$ cat src/rtl/fetch_pkg.sv
////////////////////
// shared fetch types: parcel, parcel status,
// instruction word union, decode record, length rule
////////////////////

package fetch_pkg;

  // bus word holds two 16-bit parcels
  localparam int PARCELS_PER_WORD = 2;

  // one instruction parcel
  typedef logic [15:0] parcel_t;

  // status kept beside each parcel
  typedef struct packed {
    logic misaligned;
    logic error;
  } parcel_status_t;

  // bus word on the fetch side, parcel pair on the queue side
  typedef union packed {
    logic [31:0]                          word;
    parcel_t [PARCELS_PER_WORD-1:0]       parcels;
  } instr_word_u;

  // record handed to decode
  typedef struct packed {
    logic [31:0]    pc;
    instr_word_u    instr;
    logic           compressed;
    parcel_status_t status;
  } fetch_instr_t;

  ////////////////////
  // length decode
  ////////////////////

  // 32-bit instructions have both low bits set
  function automatic logic is_compressed(input parcel_t p);
    return p[1:0] != 2'b11;
  endfunction

endpackage

$ cat src/rtl/parcel_queue.sv
////////////////////
// parcel queue: shift register of 16-bit parcels
// with per-parcel status and registered flags
////////////////////

`timescale 1ns/1ns

module parcel_queue import fetch_pkg::*; #(
  // depth in parcels, even and >= 4
  parameter int DEPTH = 8
)
(
  input  logic                        clk_i,
  input  logic                        rst_ni,
  input  logic                        flush_i,

  // write side, one bus word per push
  input  instr_word_u                 parcel_i,
  input  logic [PARCELS_PER_WORD-1:0] parcel_valid_i,
  input  parcel_status_t              parcel_status_i,

  // read side, 0..2 parcels per cycle
  input  logic [1:0]                  parcel_rd_i,
  output instr_word_u                 parcel_q_o,
  output parcel_status_t              parcel_status_o,

  // occupancy flags
  output logic                        empty_o,
  output logic                        almost_empty_o,
  output logic                        full_o
);

  localparam int CNT_W = $clog2(DEPTH + 1);

  // parcel storage, entry 0 is the head
  parcel_t        [DEPTH-1:0]            parcel_sr;
  parcel_t        [DEPTH-1:0]            nxt_parcel_sr;
  parcel_status_t [DEPTH-1:0]            status_sr;
  parcel_status_t [DEPTH-1:0]            nxt_status_sr;

  // write parcels with leading invalid parcel removed
  parcel_t        [PARCELS_PER_WORD-1:0] wr_parcels;
  logic                                  wr_skip;
  logic           [1:0]                  push_cnt;

  logic           [CNT_W-1:0]            count_q;
  logic           [CNT_W-1:0]            nxt_count;

  ////////////////////
  // write alignment
  ////////////////////

  // upper-only push when fetch starts on the odd halfword
  assign wr_skip    = !parcel_valid_i[0] && parcel_valid_i[1];
  assign wr_parcels = wr_skip ? {parcel_t'(0), parcel_i.parcels[1]} : parcel_i.parcels;
  assign push_cnt   = 2'($countones(parcel_valid_i));

  assign nxt_count  = count_q + CNT_W'(push_cnt) - CNT_W'(parcel_rd_i);

  // write behind the last stored parcel, then shift out the pulled ones
  always_comb
  begin
    nxt_parcel_sr = parcel_sr;
    nxt_status_sr = status_sr;

    for (int n = 0; n < PARCELS_PER_WORD; n++)
    begin
      if (n < int'(push_cnt) && (int'(count_q) + n) < DEPTH)
      begin
        nxt_parcel_sr[int'(count_q) + n] = wr_parcels[n];
        // instruction boundaries unknown here, so each parcel gets the status
        nxt_status_sr[int'(count_q) + n] = parcel_status_i;
      end
    end

    nxt_parcel_sr = nxt_parcel_sr >> (parcel_rd_i * $bits(parcel_t));
    nxt_status_sr = nxt_status_sr >> (parcel_rd_i * $bits(parcel_status_t));
  end

  // data only, validity lives in count_q
  always_ff @(posedge clk_i)
  begin
    parcel_sr <= nxt_parcel_sr;
    status_sr <= nxt_status_sr;
  end

  ////////////////////
  // occupancy
  ////////////////////

  always_ff @(posedge clk_i, negedge rst_ni)
  begin
    if (!rst_ni)
    begin
      count_q        <= '0;
      empty_o        <= 1'b1;
      almost_empty_o <= 1'b1;
      full_o         <= 1'b0;
    end
    else if (flush_i)
    begin
      count_q        <= '0;
      empty_o        <= 1'b1;
      almost_empty_o <= 1'b1;
      full_o         <= 1'b0;
    end
    else
    begin
      count_q        <= nxt_count;
      empty_o        <= nxt_count == '0;
      almost_empty_o <= nxt_count < CNT_W'(2);
      // full once a whole word no longer fits
      full_o         <= nxt_count > CNT_W'(DEPTH - 2);
    end
  end

  // head pair and status of the first parcel
  assign parcel_q_o.parcels = parcel_sr[PARCELS_PER_WORD-1:0];
  assign parcel_status_o    = status_sr[0];

  ////////////////////
  // checks
  ////////////////////

  // stored plus pushed never exceeds the depth
  a_no_overflow : assert property (@(posedge clk_i) disable iff (!rst_ni)
    !flush_i |-> (int'(count_q) + int'(push_cnt)) <= DEPTH);

  // aligner never takes more than is stored
  a_no_underflow : assert property (@(posedge clk_i) disable iff (!rst_ni)
    int'(parcel_rd_i) <= int'(count_q));

  // fetcher only starts with room for a whole word
  a_no_push_full : assert property (@(posedge clk_i) disable iff (!rst_ni)
    full_o |-> parcel_valid_i == '0);

endmodule

$ cat src/rtl/wb_fetcher.sv
////////////////////
// wishbone classic read master, walks the fetch pc
////////////////////

`timescale 1ns/1ns

module wb_fetcher import fetch_pkg::*; #(
  parameter logic [31:0] RESET_PC = 32'h0000_0000
)
(
  input  logic                        clk_i,
  input  logic                        rst_ni,
  input  logic                        redirect_i,
  input  logic [31:0]                 redirect_pc_i,
  input  logic                        queue_full_i,

  // wishbone master
  output logic                        wb_cyc_o,
  output logic                        wb_stb_o,
  output logic                        wb_we_o,
  output logic [31:0]                 wb_adr_o,
  input  logic [31:0]                 wb_dat_i,
  input  logic                        wb_ack_i,
  input  logic                        wb_err_i,

  // queue push, valid only in the terminating cycle
  output instr_word_u                 push_word_o,
  output logic [PARCELS_PER_WORD-1:0] push_valid_o,
  output parcel_status_t              push_status_o
);

  // drop = finish a cycle whose data is stale after redirect
  typedef enum logic [1:0] {ST_IDLE, ST_BUS, ST_DROP} state_e;

  state_e      state_q;
  state_e      state_d;
  logic [31:0] pc_q;
  logic [31:0] pc_d;
  logic [31:0] adr_q;
  logic        bus_done;

  assign bus_done = wb_ack_i | wb_err_i;

  always_comb
  begin
    state_d = state_q;
    pc_d    = pc_q;
    case (state_q)
      ST_IDLE:
        if (redirect_i)
          pc_d = redirect_pc_i;
        else if (!queue_full_i)
          state_d = ST_BUS;
      ST_BUS:
        if (redirect_i)
        begin
          pc_d    = redirect_pc_i;
          state_d = bus_done ? ST_IDLE : ST_DROP;
        end
        else if (bus_done)
        begin
          // on to the next word boundary
          pc_d    = {pc_q[31:2] + 30'd1, 2'b00};
          state_d = ST_IDLE;
        end
      ST_DROP:
      begin
        if (redirect_i)
          pc_d = redirect_pc_i;
        if (bus_done)
          state_d = ST_IDLE;
      end
      default: state_d = ST_IDLE;
    endcase
  end

  always_ff @(posedge clk_i, negedge rst_ni)
  begin
    if (!rst_ni)
    begin
      state_q <= ST_IDLE;
      pc_q    <= RESET_PC;
    end
    else
    begin
      state_q <= state_d;
      pc_q    <= pc_d;
    end
  end

  // address frozen for the whole cycle, pc may move during drop
  always_ff @(posedge clk_i)
  begin
    if (state_q == ST_IDLE)
      adr_q <= {pc_q[31:2], 2'b00};
  end

  assign wb_cyc_o = state_q != ST_IDLE;
  assign wb_stb_o = state_q != ST_IDLE;
  assign wb_we_o  = 1'b0;
  assign wb_adr_o = adr_q;

  // odd halfword start keeps only the upper parcel
  assign push_word_o.word       = wb_dat_i;
  assign push_valid_o           = (state_q == ST_BUS && bus_done && !redirect_i) ?
                                  (pc_q[1] ? 2'b10 : 2'b11) : 2'b00;
  assign push_status_o.misaligned = pc_q[0];
  assign push_status_o.error      = wb_err_i;

  ////////////////////
  // bus protocol checks
  ////////////////////

  // request held with the same address until ack or err
  a_adr_stable : assert property (@(posedge clk_i) disable iff (!rst_ni)
    wb_stb_o && !bus_done |=> wb_stb_o && $stable(wb_adr_o));

endmodule

$ cat src/rtl/instr_aligner.sv
////////////////////
// instruction aligner: parcels from queue head to decode
////////////////////

`timescale 1ns/1ns

module instr_aligner import fetch_pkg::*; #(
  parameter logic [31:0] RESET_PC = 32'h0000_0000
)
(
  input  logic           clk_i,
  input  logic           rst_ni,
  input  logic           redirect_i,
  input  logic [31:0]    redirect_pc_i,

  // queue head
  input  instr_word_u    head_i,
  input  parcel_status_t head_status_i,
  input  logic           empty_i,
  input  logic           almost_empty_i,
  output logic [1:0]     pull_cnt_o,

  // decode handshake
  output fetch_instr_t   instr_o,
  output logic           instr_valid_o,
  input  logic           instr_ready_i
);

  logic [31:0] pc_q;
  logic        compressed;
  logic        transfer;

  // length from the low bits of the head parcel
  assign compressed = is_compressed(head_i.parcels[0]);

  // full instruction present, or a fault that must reach decode now
  // stale head is hidden while a redirect flushes the queue
  assign instr_valid_o = !redirect_i && !empty_i &&
                         (compressed || !almost_empty_i || head_status_i.error);

  assign transfer = instr_valid_o && instr_ready_i;

  // faulting 32-bit instruction may only have one parcel stored
  assign pull_cnt_o = !transfer                     ? 2'd0 :
                      (compressed || almost_empty_i) ? 2'd1 : 2'd2;

  // pc tracks the consumed parcels
  always_ff @(posedge clk_i, negedge rst_ni)
  begin
    if (!rst_ni)
      pc_q <= RESET_PC;
    else if (redirect_i)
      pc_q <= redirect_pc_i;
    else if (transfer)
      pc_q <= pc_q + {29'd0, pull_cnt_o, 1'b0};
  end

  assign instr_o.pc         = pc_q;
  // 16-bit instruction zero extended
  assign instr_o.instr.word = compressed ? {16'h0000, head_i.parcels[0]} : head_i.word;
  assign instr_o.compressed = compressed;
  assign instr_o.status     = head_status_i;

  ////////////////////
  // handshake checks
  ////////////////////

  // offered instruction waits for decode unless fetch is redirected
  a_hold_stalled : assert property (@(posedge clk_i) disable iff (!rst_ni)
    instr_valid_o && !instr_ready_i |=>
      redirect_i || (instr_valid_o && $stable(instr_o.pc)));

endmodule

$ cat src/rtl/fetch_top.sv
////////////////////
// fetch front end: fetcher, parcel queue, aligner
////////////////////

`timescale 1ns/1ns

module fetch_top import fetch_pkg::*; #(
  parameter int          DEPTH    = 8,
  parameter logic [31:0] RESET_PC = 32'h0000_0000
)
(
  input  logic         clk_i,
  input  logic         rst_ni,
  input  logic         redirect_i,
  input  logic [31:0]  redirect_pc_i,

  // wishbone master
  output logic         wb_cyc_o,
  output logic         wb_stb_o,
  output logic         wb_we_o,
  output logic [31:0]  wb_adr_o,
  input  logic [31:0]  wb_dat_i,
  input  logic         wb_ack_i,
  input  logic         wb_err_i,

  // to decode
  output fetch_instr_t instr_o,
  output logic         instr_valid_o,
  input  logic         instr_ready_i
);

  // fetcher to queue
  instr_word_u                 push_word;
  logic [PARCELS_PER_WORD-1:0] push_valid;
  parcel_status_t              push_status;
  logic                        queue_full;

  // queue to aligner
  instr_word_u                 head;
  parcel_status_t              head_status;
  logic                        queue_empty;
  logic                        queue_almost_empty;
  logic [1:0]                  pull_cnt;

  wb_fetcher #(
    .RESET_PC (RESET_PC)
  ) u_fetcher (
    .clk_i         (clk_i),
    .rst_ni        (rst_ni),
    .redirect_i    (redirect_i),
    .redirect_pc_i (redirect_pc_i),
    .queue_full_i  (queue_full),
    .wb_cyc_o      (wb_cyc_o),
    .wb_stb_o      (wb_stb_o),
    .wb_we_o       (wb_we_o),
    .wb_adr_o      (wb_adr_o),
    .wb_dat_i      (wb_dat_i),
    .wb_ack_i      (wb_ack_i),
    .wb_err_i      (wb_err_i),
    .push_word_o   (push_word),
    .push_valid_o  (push_valid),
    .push_status_o (push_status)
  );

  // redirect empties the queue
  parcel_queue #(
    .DEPTH (DEPTH)
  ) u_queue (
    .clk_i           (clk_i),
    .rst_ni          (rst_ni),
    .flush_i         (redirect_i),
    .parcel_i        (push_word),
    .parcel_valid_i  (push_valid),
    .parcel_status_i (push_status),
    .parcel_rd_i     (pull_cnt),
    .parcel_q_o      (head),
    .parcel_status_o (head_status),
    .empty_o         (queue_empty),
    .almost_empty_o  (queue_almost_empty),
    .full_o          (queue_full)
  );

  instr_aligner #(
    .RESET_PC (RESET_PC)
  ) u_aligner (
    .clk_i          (clk_i),
    .rst_ni         (rst_ni),
    .redirect_i     (redirect_i),
    .redirect_pc_i  (redirect_pc_i),
    .head_i         (head),
    .head_status_i  (head_status),
    .empty_i        (queue_empty),
    .almost_empty_i (queue_almost_empty),
    .pull_cnt_o     (pull_cnt),
    .instr_o        (instr_o),
    .instr_valid_o  (instr_valid_o),
    .instr_ready_i  (instr_ready_i)
  );

endmodule

$ cat config.mk
export PLATFORM = sky130hd
export DESIGN_NAME = fetch_top
export DESIGN_NICKNAME = d
export VERILOG_FILES = /design/src/rtl/fetch_pkg.sv /design/src/rtl/parcel_queue.sv /design/src/rtl/wb_fetcher.sv /design/src/rtl/instr_aligner.sv /design/src/rtl/fetch_top.sv
export SDC_FILE = /design/constraint.sdc
export NUM_CORES = 1
export LEC_CHECK = 0
export ABC_CLOCK_PERIOD_IN_PS = 8300
export BUFFER_PORTS_ARGS = -buffer_cell sky130_fd_sc_hd__buf_2
export CELL_PAD_IN_SITES_DETAIL_PLACEMENT = 1
export CELL_PAD_IN_SITES_GLOBAL_PLACEMENT = 2
export CORE_ASPECT_RATIO = 0.6
export CORE_UTILIZATION = 40
export DETAILED_ROUTE_END_ITERATION = 7
export GPL_TIMING_DRIVEN = 0
export PLACE_DENSITY = 0.86
export SYNTH_ARGS = -nofsm -noshare
export SYNTH_HDL_FRONTEND = slang
export SYNTH_HIERARCHICAL = 1
export SYNTH_SLANG_ARGS = --single-unit
$ cat constraint.sdc
create_clock -name clk_i -period 8.3 [get_ports clk_i]
set_input_delay 0.415 -clock clk_i [delete_from_list [all_inputs] [get_ports clk_i]]
set_output_delay 0.415 -clock clk_i [all_outputs]
set_load 0.03 [all_outputs]
==> out/metrics.cfg, run 1 <==
[hold_path]
worstHoldPathType=in2reg

[layout]
drive_above_1_share=0.198
postLayoutCoreUtil=0.473
layout_commonest_cell=mux2i_1
nNetsFinal=2010
final_cell_mix=248 x mux2i_1, 161 x buf_2, 144 x dfxtp_1
layout-area-overhead-vs-synth_pct=14.8

[global_routing]
grt_pass1_vias=15000
grt_overflow=0
grt_pass1_wl_um=105000
track_usage=0.355
grt_max_degree=61
antenna_found_initial=7

[critical_path]
crit_arrival_ns=5.78
endpoint_kind=register
worstPathRequired_ns=8.69
path_common_cell=mux2i_1
path_cells=or2_2 > nand2b_1 > inv_1 > ha_1 > buf_2 > buf_2 > mux2i_1 > nand3_1 > o221ai_1 > o21ai_0 > mux2i_1 > mux2i_1
crit_type=reg2reg
slowest_stage=mux2i_1
cpPeakStageDelay_ns=1.18
cp_max_fo=10
startpoint_type=register

[sta]
finalHoldViolCount=0
finalMaxSlewViolations=1
setup_viol=0
relSlewSlack=-0.0216
fin_skew_ns=0.0243
fin_setup_tns_ns=0
period_share=0.649
fmax_ghz=0.186
rsz0062_at_grt=false
min_period_ns=5.39
worst_pin_slew_ns=1.49

[synth]
synth-async-reset-ratio=0.296
synth_seq_cells=247
synth-edff-count=30
avgSynthCellArea_um2=9.01
netlist_instances=1754
synth.distinct_cells=86
yosys_warnings=6
syn_area_um2=15800
ys_seq_area_frac=0.355
synth_ff_type=dfxtp_1

[routing]
drtAntennaViolNets=0
drtIter0Drc=2054
drc=0
finalWirelength_um=73400
vias=15900
viasPerCell=6.47
dr.pass1.iters=5
avgRoutedWirePerCell_um=29.9

[power]
p_leak_nw=7.45
switching_share=0.438
power_frac_comb=0.469
peakVddDrop_v=0.000165
p_int_mw=3.42
powerDensity_nw_per_um2=335
p_switching_mw=2.66
seqPwrFrac=0.312
clock_power_share=0.219

[run]
max_cap_viol_count=2

[run_status]
violations=max-capacitance violations, max-slew violations
status=finished with violations

[clock_tree]
clkTransAtPathRegs_ns=0.07
clk_latency_ns=0.57
cts.path.max_buffers=3
htreeDepth=1
cts_tree=built
root_buffer=clkbuf_16
post_cts_buffers=0
numCtsBuffers=26
clkSinkCount=247

[floorplan]
fp.dieH_um=156
start_util=0.412
pin_count=173
coreArea_um2=38300
die_x_um=259
num_rows=55
die_area_um2=40300

[placed_design]
dp_hpwl_um=56900
gp_congestion=0.978
port_buffers=137

path summary, 6_finish.rpt:
| kind | start | to | slack (ns) | cells after the start |
|---|---|---|---|---|
| worst min register to register | u_fetcher/pc_q[9] | u_fetcher/wb_adr_o[9] | 0.45 | 0 |
| min in group asynchronous | rst_ni | u_aligner/pc_q[17] | 0.27 | 2 |
| worst max register to register | u_fetcher/state_q[1] | u_queue/parcel_sr[44] | 2.91 | 12 |
| worst max-delay path | u_fetcher/state_q[1] | u_queue/parcel_sr[44] | 2.91 | 12 |
| worst min-delay path | wb_ack_i | u_fetcher/state_q[1] | 0.06 | 2 |
| max in group asynchronous | rst_ni | u_fetcher/pc_q[19] | 7.43 | 3 |
Yosys cell counts (6+ instances only):
| library cell | count | share of area |
|---|---|---|
| clkbuf_1 | 107 | 0.025 |
| o211ai_1 | 19 | 0.0090 |
| nor2b_1 | 11 | 0.0044 |
| or3_1 | 8 | 0.0032 |
| nand3_1 | 88 | 0.028 |
| a311oi_1 | 6 | 0.0033 |
| dfxtp_1 | 144 | 0.18 |
| a31oi_1 | 11 | 0.0044 |
| buf_1 | 7 | 0.0017 |
| o311ai_0 | 7 | 0.0039 |
| buf_2 | 25 | 0.0079 |
| dfrtp_1 | 71 | 0.11 |
| mux2_2 | 41 | 0.029 |
| o22ai_1 | 42 | 0.017 |
| a21oi_1 | 27 | 0.0085 |
| ha_1 | 13 | 0.010 |
| a32oi_1 | 10 | 0.0055 |
| nor2_1 | 124 | 0.029 |
| nand2_1 | 93 | 0.022 |
| buf_4 | 97 | 0.046 |
| edfxtp_1 | 30 | 0.057 |
| and2_1 | 9 | 0.0036 |
| o32ai_1 | 15 | 0.0083 |
| mux2i_1 | 250 | 0.16 |
| nand2b_1 | 24 | 0.0095 |
| inv_1 | 41 | 0.0097 |
| o221ai_1 | 49 | 0.027 |
| nand4_1 | 22 | 0.0087 |
| o21bai_1 | 7 | 0.0033 |
| nor3_1 | 16 | 0.0051 |
| a211oi_1 | 40 | 0.019 |
| o21ai_1 | 14 | 0.0044 |
| and3_1 | 30 | 0.012 |
| or4_1 | 9 | 0.0043 |
| and4_1 | 11 | 0.0061 |
| a22oi_1 | 8 | 0.0038 |
| o21ai_0 | 115 | 0.036 |
| a221oi_1 | 17 | 0.0094 |
cell families after synthesis:
| kind of cell | after synthesis | synth area share |
|---|---|---|
| AO/OA/AOI/OAI | 431 | 0.189 |
| XOR/XNOR | 5 | 0.00277 |
| adder cells (fa/ha/maj) | 16 | 0.0141 |
| buffers and inverters | 284 | 0.0942 |
| flip-flops | 247 | 0.355 |
| multiplexers | 292 | 0.189 |
| other | 1 | 0.000237 |
| AND/OR/NAND/NOR | 478 | 0.156 |
metrics by stage:
| step | total power [mW] | setup WS (ns) | hold slack (ns) | cells | area [µm²] |
|---|---|---|---|---|---|
| 3_5_place_dp | 4.61 | 3.19 | 0.295 | 2407 | 17200 |
| 2_1_floorplan | 3.67 | 4.62 | 0.119 | 1756 | 15800 |
| 4_1_cts | 5.95 | 3.31 | 0.0362 | 2456 | 18100 |
| 5_1_grt | 6.29 | 2.91 | 0.0519 | 2457 | 18100 |
| 3_3_place_gp | 4.52 | 3.13 | 0.430 | 2406 | 17100 |
| 6_report | 6.09 | 2.91 | 0.0552 | 2458 | 18100 |
what timing repair did:
action / 4_1_cts / 5_1_grt
hold buffers: 1 / 0
endpoints found under the hold margin: 13 / 0
resized for setup: 0 / 0
worst max-delay path: cells and delay by family (launching register included):
kind	cells	cell delay (ns)
multiplexers	3	1.94
adder cells (fa/ha/maj)	1	0.60
flip-flops	1	0.45
AND/OR/NAND/NOR	3	0.78
buffers and inverters	3	0.98
AO/OA/AOI/OAI	2	0.46
routing by layer:
metal	global-route usage	share of wire	vias up
met5	0.0435	0.0037	-
met4	0.0533	0.014	8
met3	0.186	0.17	85
met2	0.414	0.34	1048
met1	0.546	0.47	7938
li1	-	-	6828
area by class of cell:
cell class | instances | area (µm²)
antenna | 1 | 2.50
fill | 4489 | 20200
sequential | 247 | 5610
clock buffer | 34 | 743
clock inverter | 14 | 200
timing repair buffer | 140 | 733
multi-input combinational | 1225 | 8720
inverter | 44 | 165
buffer | 240 | 1320
tap | 513 | 642
registers in the layout (all words and copies together) (netlist names):
| signal | cells |
|---|---|
| u_aligner/pc_q | 32 |
| u_fetcher/pc_q | 32 |
| u_fetcher/state_q | 2 |
| u_fetcher/wb_adr_o | 30 |
| u_queue/almost_empty_o | 1 |
| u_queue/count_q | 4 |
| u_queue/empty_o | 1 |
| u_queue/full_o | 1 |
| u_queue/parcel_q_o | 32 |
| u_queue/parcel_sr | 96 |
| u_queue/parcel_status_o | 2 |
| u_queue/status_sr | 14 |
power by group through the flow:
| stage | clock, mW | sequential, mW | combinational, mW |
|---|---|---|---|
| 2_1_floorplan | 0 | 1.96 | 1.70 |
| 3_3_place_gp | 0 | 1.89 | 2.63 |
| 3_5_place_dp | 0 | 1.91 | 2.69 |
| 4_1_cts | 1.34 | 1.89 | 2.72 |
| 5_1_grt | 1.39 | 1.94 | 2.96 |
| 6_report | 1.34 | 1.90 | 2.85 |
Power figures use the tool's default switching activity.
==> run 2: changes to the inputs <==
--- a/config.mk
+++ b/config.mk
@@ -5,15 +5,15 @@
 export SDC_FILE = /design/constraint.sdc
 export NUM_CORES = 1
 export LEC_CHECK = 0
-export ABC_CLOCK_PERIOD_IN_PS = 8300
+export ABC_CLOCK_PERIOD_IN_PS = 4700
 export BUFFER_PORTS_ARGS = -buffer_cell sky130_fd_sc_hd__buf_2
 export CELL_PAD_IN_SITES_DETAIL_PLACEMENT = 1
 export CELL_PAD_IN_SITES_GLOBAL_PLACEMENT = 2
 export CORE_ASPECT_RATIO = 0.6
-export CORE_UTILIZATION = 40
+export CORE_UTILIZATION = 33
 export DETAILED_ROUTE_END_ITERATION = 7
 export GPL_TIMING_DRIVEN = 0
-export PLACE_DENSITY = 0.86
+export PLACE_DENSITY = 0.76
 export SYNTH_ARGS = -nofsm -noshare
 export SYNTH_HDL_FRONTEND = slang
 export SYNTH_HIERARCHICAL = 1
==> constraint.sdc (replaced) <==
create_clock -name clk_i -period 4.7 [get_ports clk_i]
set_input_delay 0.235 -clock clk_i [delete_from_list [all_inputs] [get_ports clk_i]]
set_output_delay 0.235 -clock clk_i [all_outputs]
set_load 0.03 [all_outputs]
==> run 2 against run 1 <==
- the flow finishes with violations (negative setup slack)
- combinational power up 81%
- global-route usage fell by 4.6 points
- maximum frequency up 14%
- cell area rose by 2.5%
- die area is 21% higher
- largest power group unchanged
==> out/metrics.cfg, run 2 (synthesis gave the netlist of run 1 again) <==
[layout]
nNetsFinal=2019  ; +0.45%
max_flop_register=u_queue/parcel_sr
largest_reg_flops=96  ; unchanged
design_area_um2=18600  ; +2.5%
final_cell_mix=231 x mux2i_1, 160 x buf_2, 144 x dfxtp_1
drive_above_1_share=0.210  ; +0.0122
layout-area-overhead-vs-synth_pct=17.7
fillCellCount=5469  ; +22%
layout_commonest_cell=mux2i_1

[sta]
min_period_ns=4.71  ; -0.676 ns
rsz0062_at_grt=false
finalWorstSetupSlack_ns=-0.0142  ; -2.92 ns
fin_skew_ns=0.0154  ; -0.00893 ns
setup_viol=1  ; +1
finalMaxSlewViolations=0  ; -1
fin_setup_tns_ns=-0.0142  ; -0.0142 ns
fmax_ghz=0.212  ; +14%
relSlewSlack=0.116  ; +0.137
whs_ns=0.0248  ; -0.0305 ns
worst_pin_slew_ns=1.33  ; -0.163 ns
period_share=1.00  ; +0.354
finalHoldViolCount=0  ; unchanged

[critical_path]
slowest_stage=o21ai_0
crit_type=reg2reg
crit_arrival_ns=5.21  ; -0.57 ns
worstPathRequired_ns=5.19  ; -3.50 ns
endpoint_kind=register
path_cells=or2_2 > nand2b_1 > nor2_1 > inv_1 > ha_2 > buf_2 > clkbuf_4 > nand2b_1 > o21ai_0 > mux2i_1 > o22ai_1
crit_family=compound AO/OA/AOI/OAI gates
path_buf_inv=3  ; unchanged
rrSetupSlack_ns=-0.01  ; -2.92 ns
startpoint_type=register
cpPeakStageDelay_ns=1.16  ; -0.02 ns
cp_max_fo=10  ; unchanged
path_common_cell=nand2b_1

[routing]
drtIter0Drc=2129  ; +3.7%
vias=15900  ; -0.057%
viasPerCell=6.14  ; -5.2%
finalWirelength_um=77300  ; +5.3%
dr.pass1.iters=5  ; unchanged
avgRoutedWirePerCell_um=29.8  ; -0.13%
drc=0  ; unchanged
drtAntennaViolNets=0  ; unchanged

[floorplan]
die_x_um=285  ; +10%
start_util=0.338  ; -0.0745
fp.dieH_um=172  ; +10%
die_area_um2=48800  ; +21%
coreArea_um2=46800  ; +22%
num_rows=61  ; +11%
pin_count=173  ; unchanged

[global_routing]
grt_pass1_wl_um=110000  ; +4.6%
antenna_found_initial=7  ; unchanged
grt_pass1_vias=15100  ; +0.46%
track_usage=0.309  ; -0.0457
grt_overflow=0  ; unchanged
grt_max_degree=44  ; -28%

[run]
max_cap_viol_count=0  ; -2

[clock_tree]
htreeDepth=1  ; unchanged
cts.path.max_buffers=3  ; unchanged
clk_latency_ns=0.58  ; about the same
cts_tree=built
clkTransAtPathRegs_ns=0.07  ; about the same
root_buffer=clkbuf_16
numCtsBuffers=28  ; +7.7%
post_cts_buffers=0  ; unchanged
clkSinkCount=247  ; unchanged

[power]
peakVddDrop_v=0.000245  ; +48%
finalPower_mw=10.9  ; +79%
p_leak_nw=7.55  ; +1.3%
powerDensity_nw_per_um2=584  ; +74%

[run_status]
violations=negative setup slack
status=finished with violations

[placed_design]
postPlaceCellArea_um2=17300  ; +0.90%
gp_congestion=0.980  ; +0.19%
dp_hpwl_um=59400  ; +4.4%
port_buffers=137  ; unchanged
pre_cts_slack_ns=-0.464  ; -3.66 ns

[hold_path]
worstHoldPathType=in2reg

[run 2: worst paths after layout]
path / from / endpoint / cells after the start
max reg2reg: u_fetcher/state_q[1] / u_queue/parcel_sr[84] / 11
min in group asynchronous: rst_ni / u_aligner/pc_q[14] / 2
max: u_fetcher/state_q[1] / u_queue/parcel_sr[84] / 11
max in group asynchronous: rst_ni / u_fetcher/pc_q[13] / 3
min: redirect_pc_i[31] / u_aligner/pc_q[31] / 3
min reg2reg: u_fetcher/pc_q[9] / u_fetcher/wb_adr_o[9] / 0
[run 2: final cells by class]
class / count / area [µm²] / area share
repair buffers: 154 / 873 / 0.0469
flip-flops and latches: 247 / 5610 / 0.302
inverters: 44 / 165 / 0.00888
diodes: 6 / 15.0 / 0.000807
plain buffers: 233 / 1330 / 0.0714
multi-input cells: 1225 / 8890 / 0.478
clock buffers: 39 / 793 / 0.0426
clock inverters: 13 / 138 / 0.00740
well taps: 630 / 788 / 0.0424
[run 2: tightest hold or removal path: stages]
cell and delay [ns]:
buf_2 0.17, a21oi_1 0.09, nand3_1 0.07
[run 2: per-stage QoR]
step	cells	util
6_report	2591	0.398
5_1_grt	2585	0.397
4_1_cts	2592	0.395
3_5_place_dp	2525	0.370
3_3_place_gp	2523	0.370
2_1_floorplan	1756	-
[run 2: power breakdown]
group	total (mW)	internal [mW]	switching [mW]
sequential	3.37	2.92	0.449
combinational	5.17	1.76	3.41
clock	2.33	1.34	0.990
[run 2: timing repair]
| item | 4_1_cts | 5_1_grt |
|---|---|---|
| cloned | 0 | 0 |
| hold buffers | 15 | 0 |
| pin swaps | 0 | 0 |
| endpoints found under the hold margin | 48 | 0 |
| resized for setup | 18 | 25 |
| setup endpoints to repair | 105 | 95 |
[run 2: metal layers]
layer  global-route usage  wire length (µm)
met3                0.149             11500
met4               0.0496              1110
met1                0.476             37300
met2                0.370             27200
met5               0.0130               136
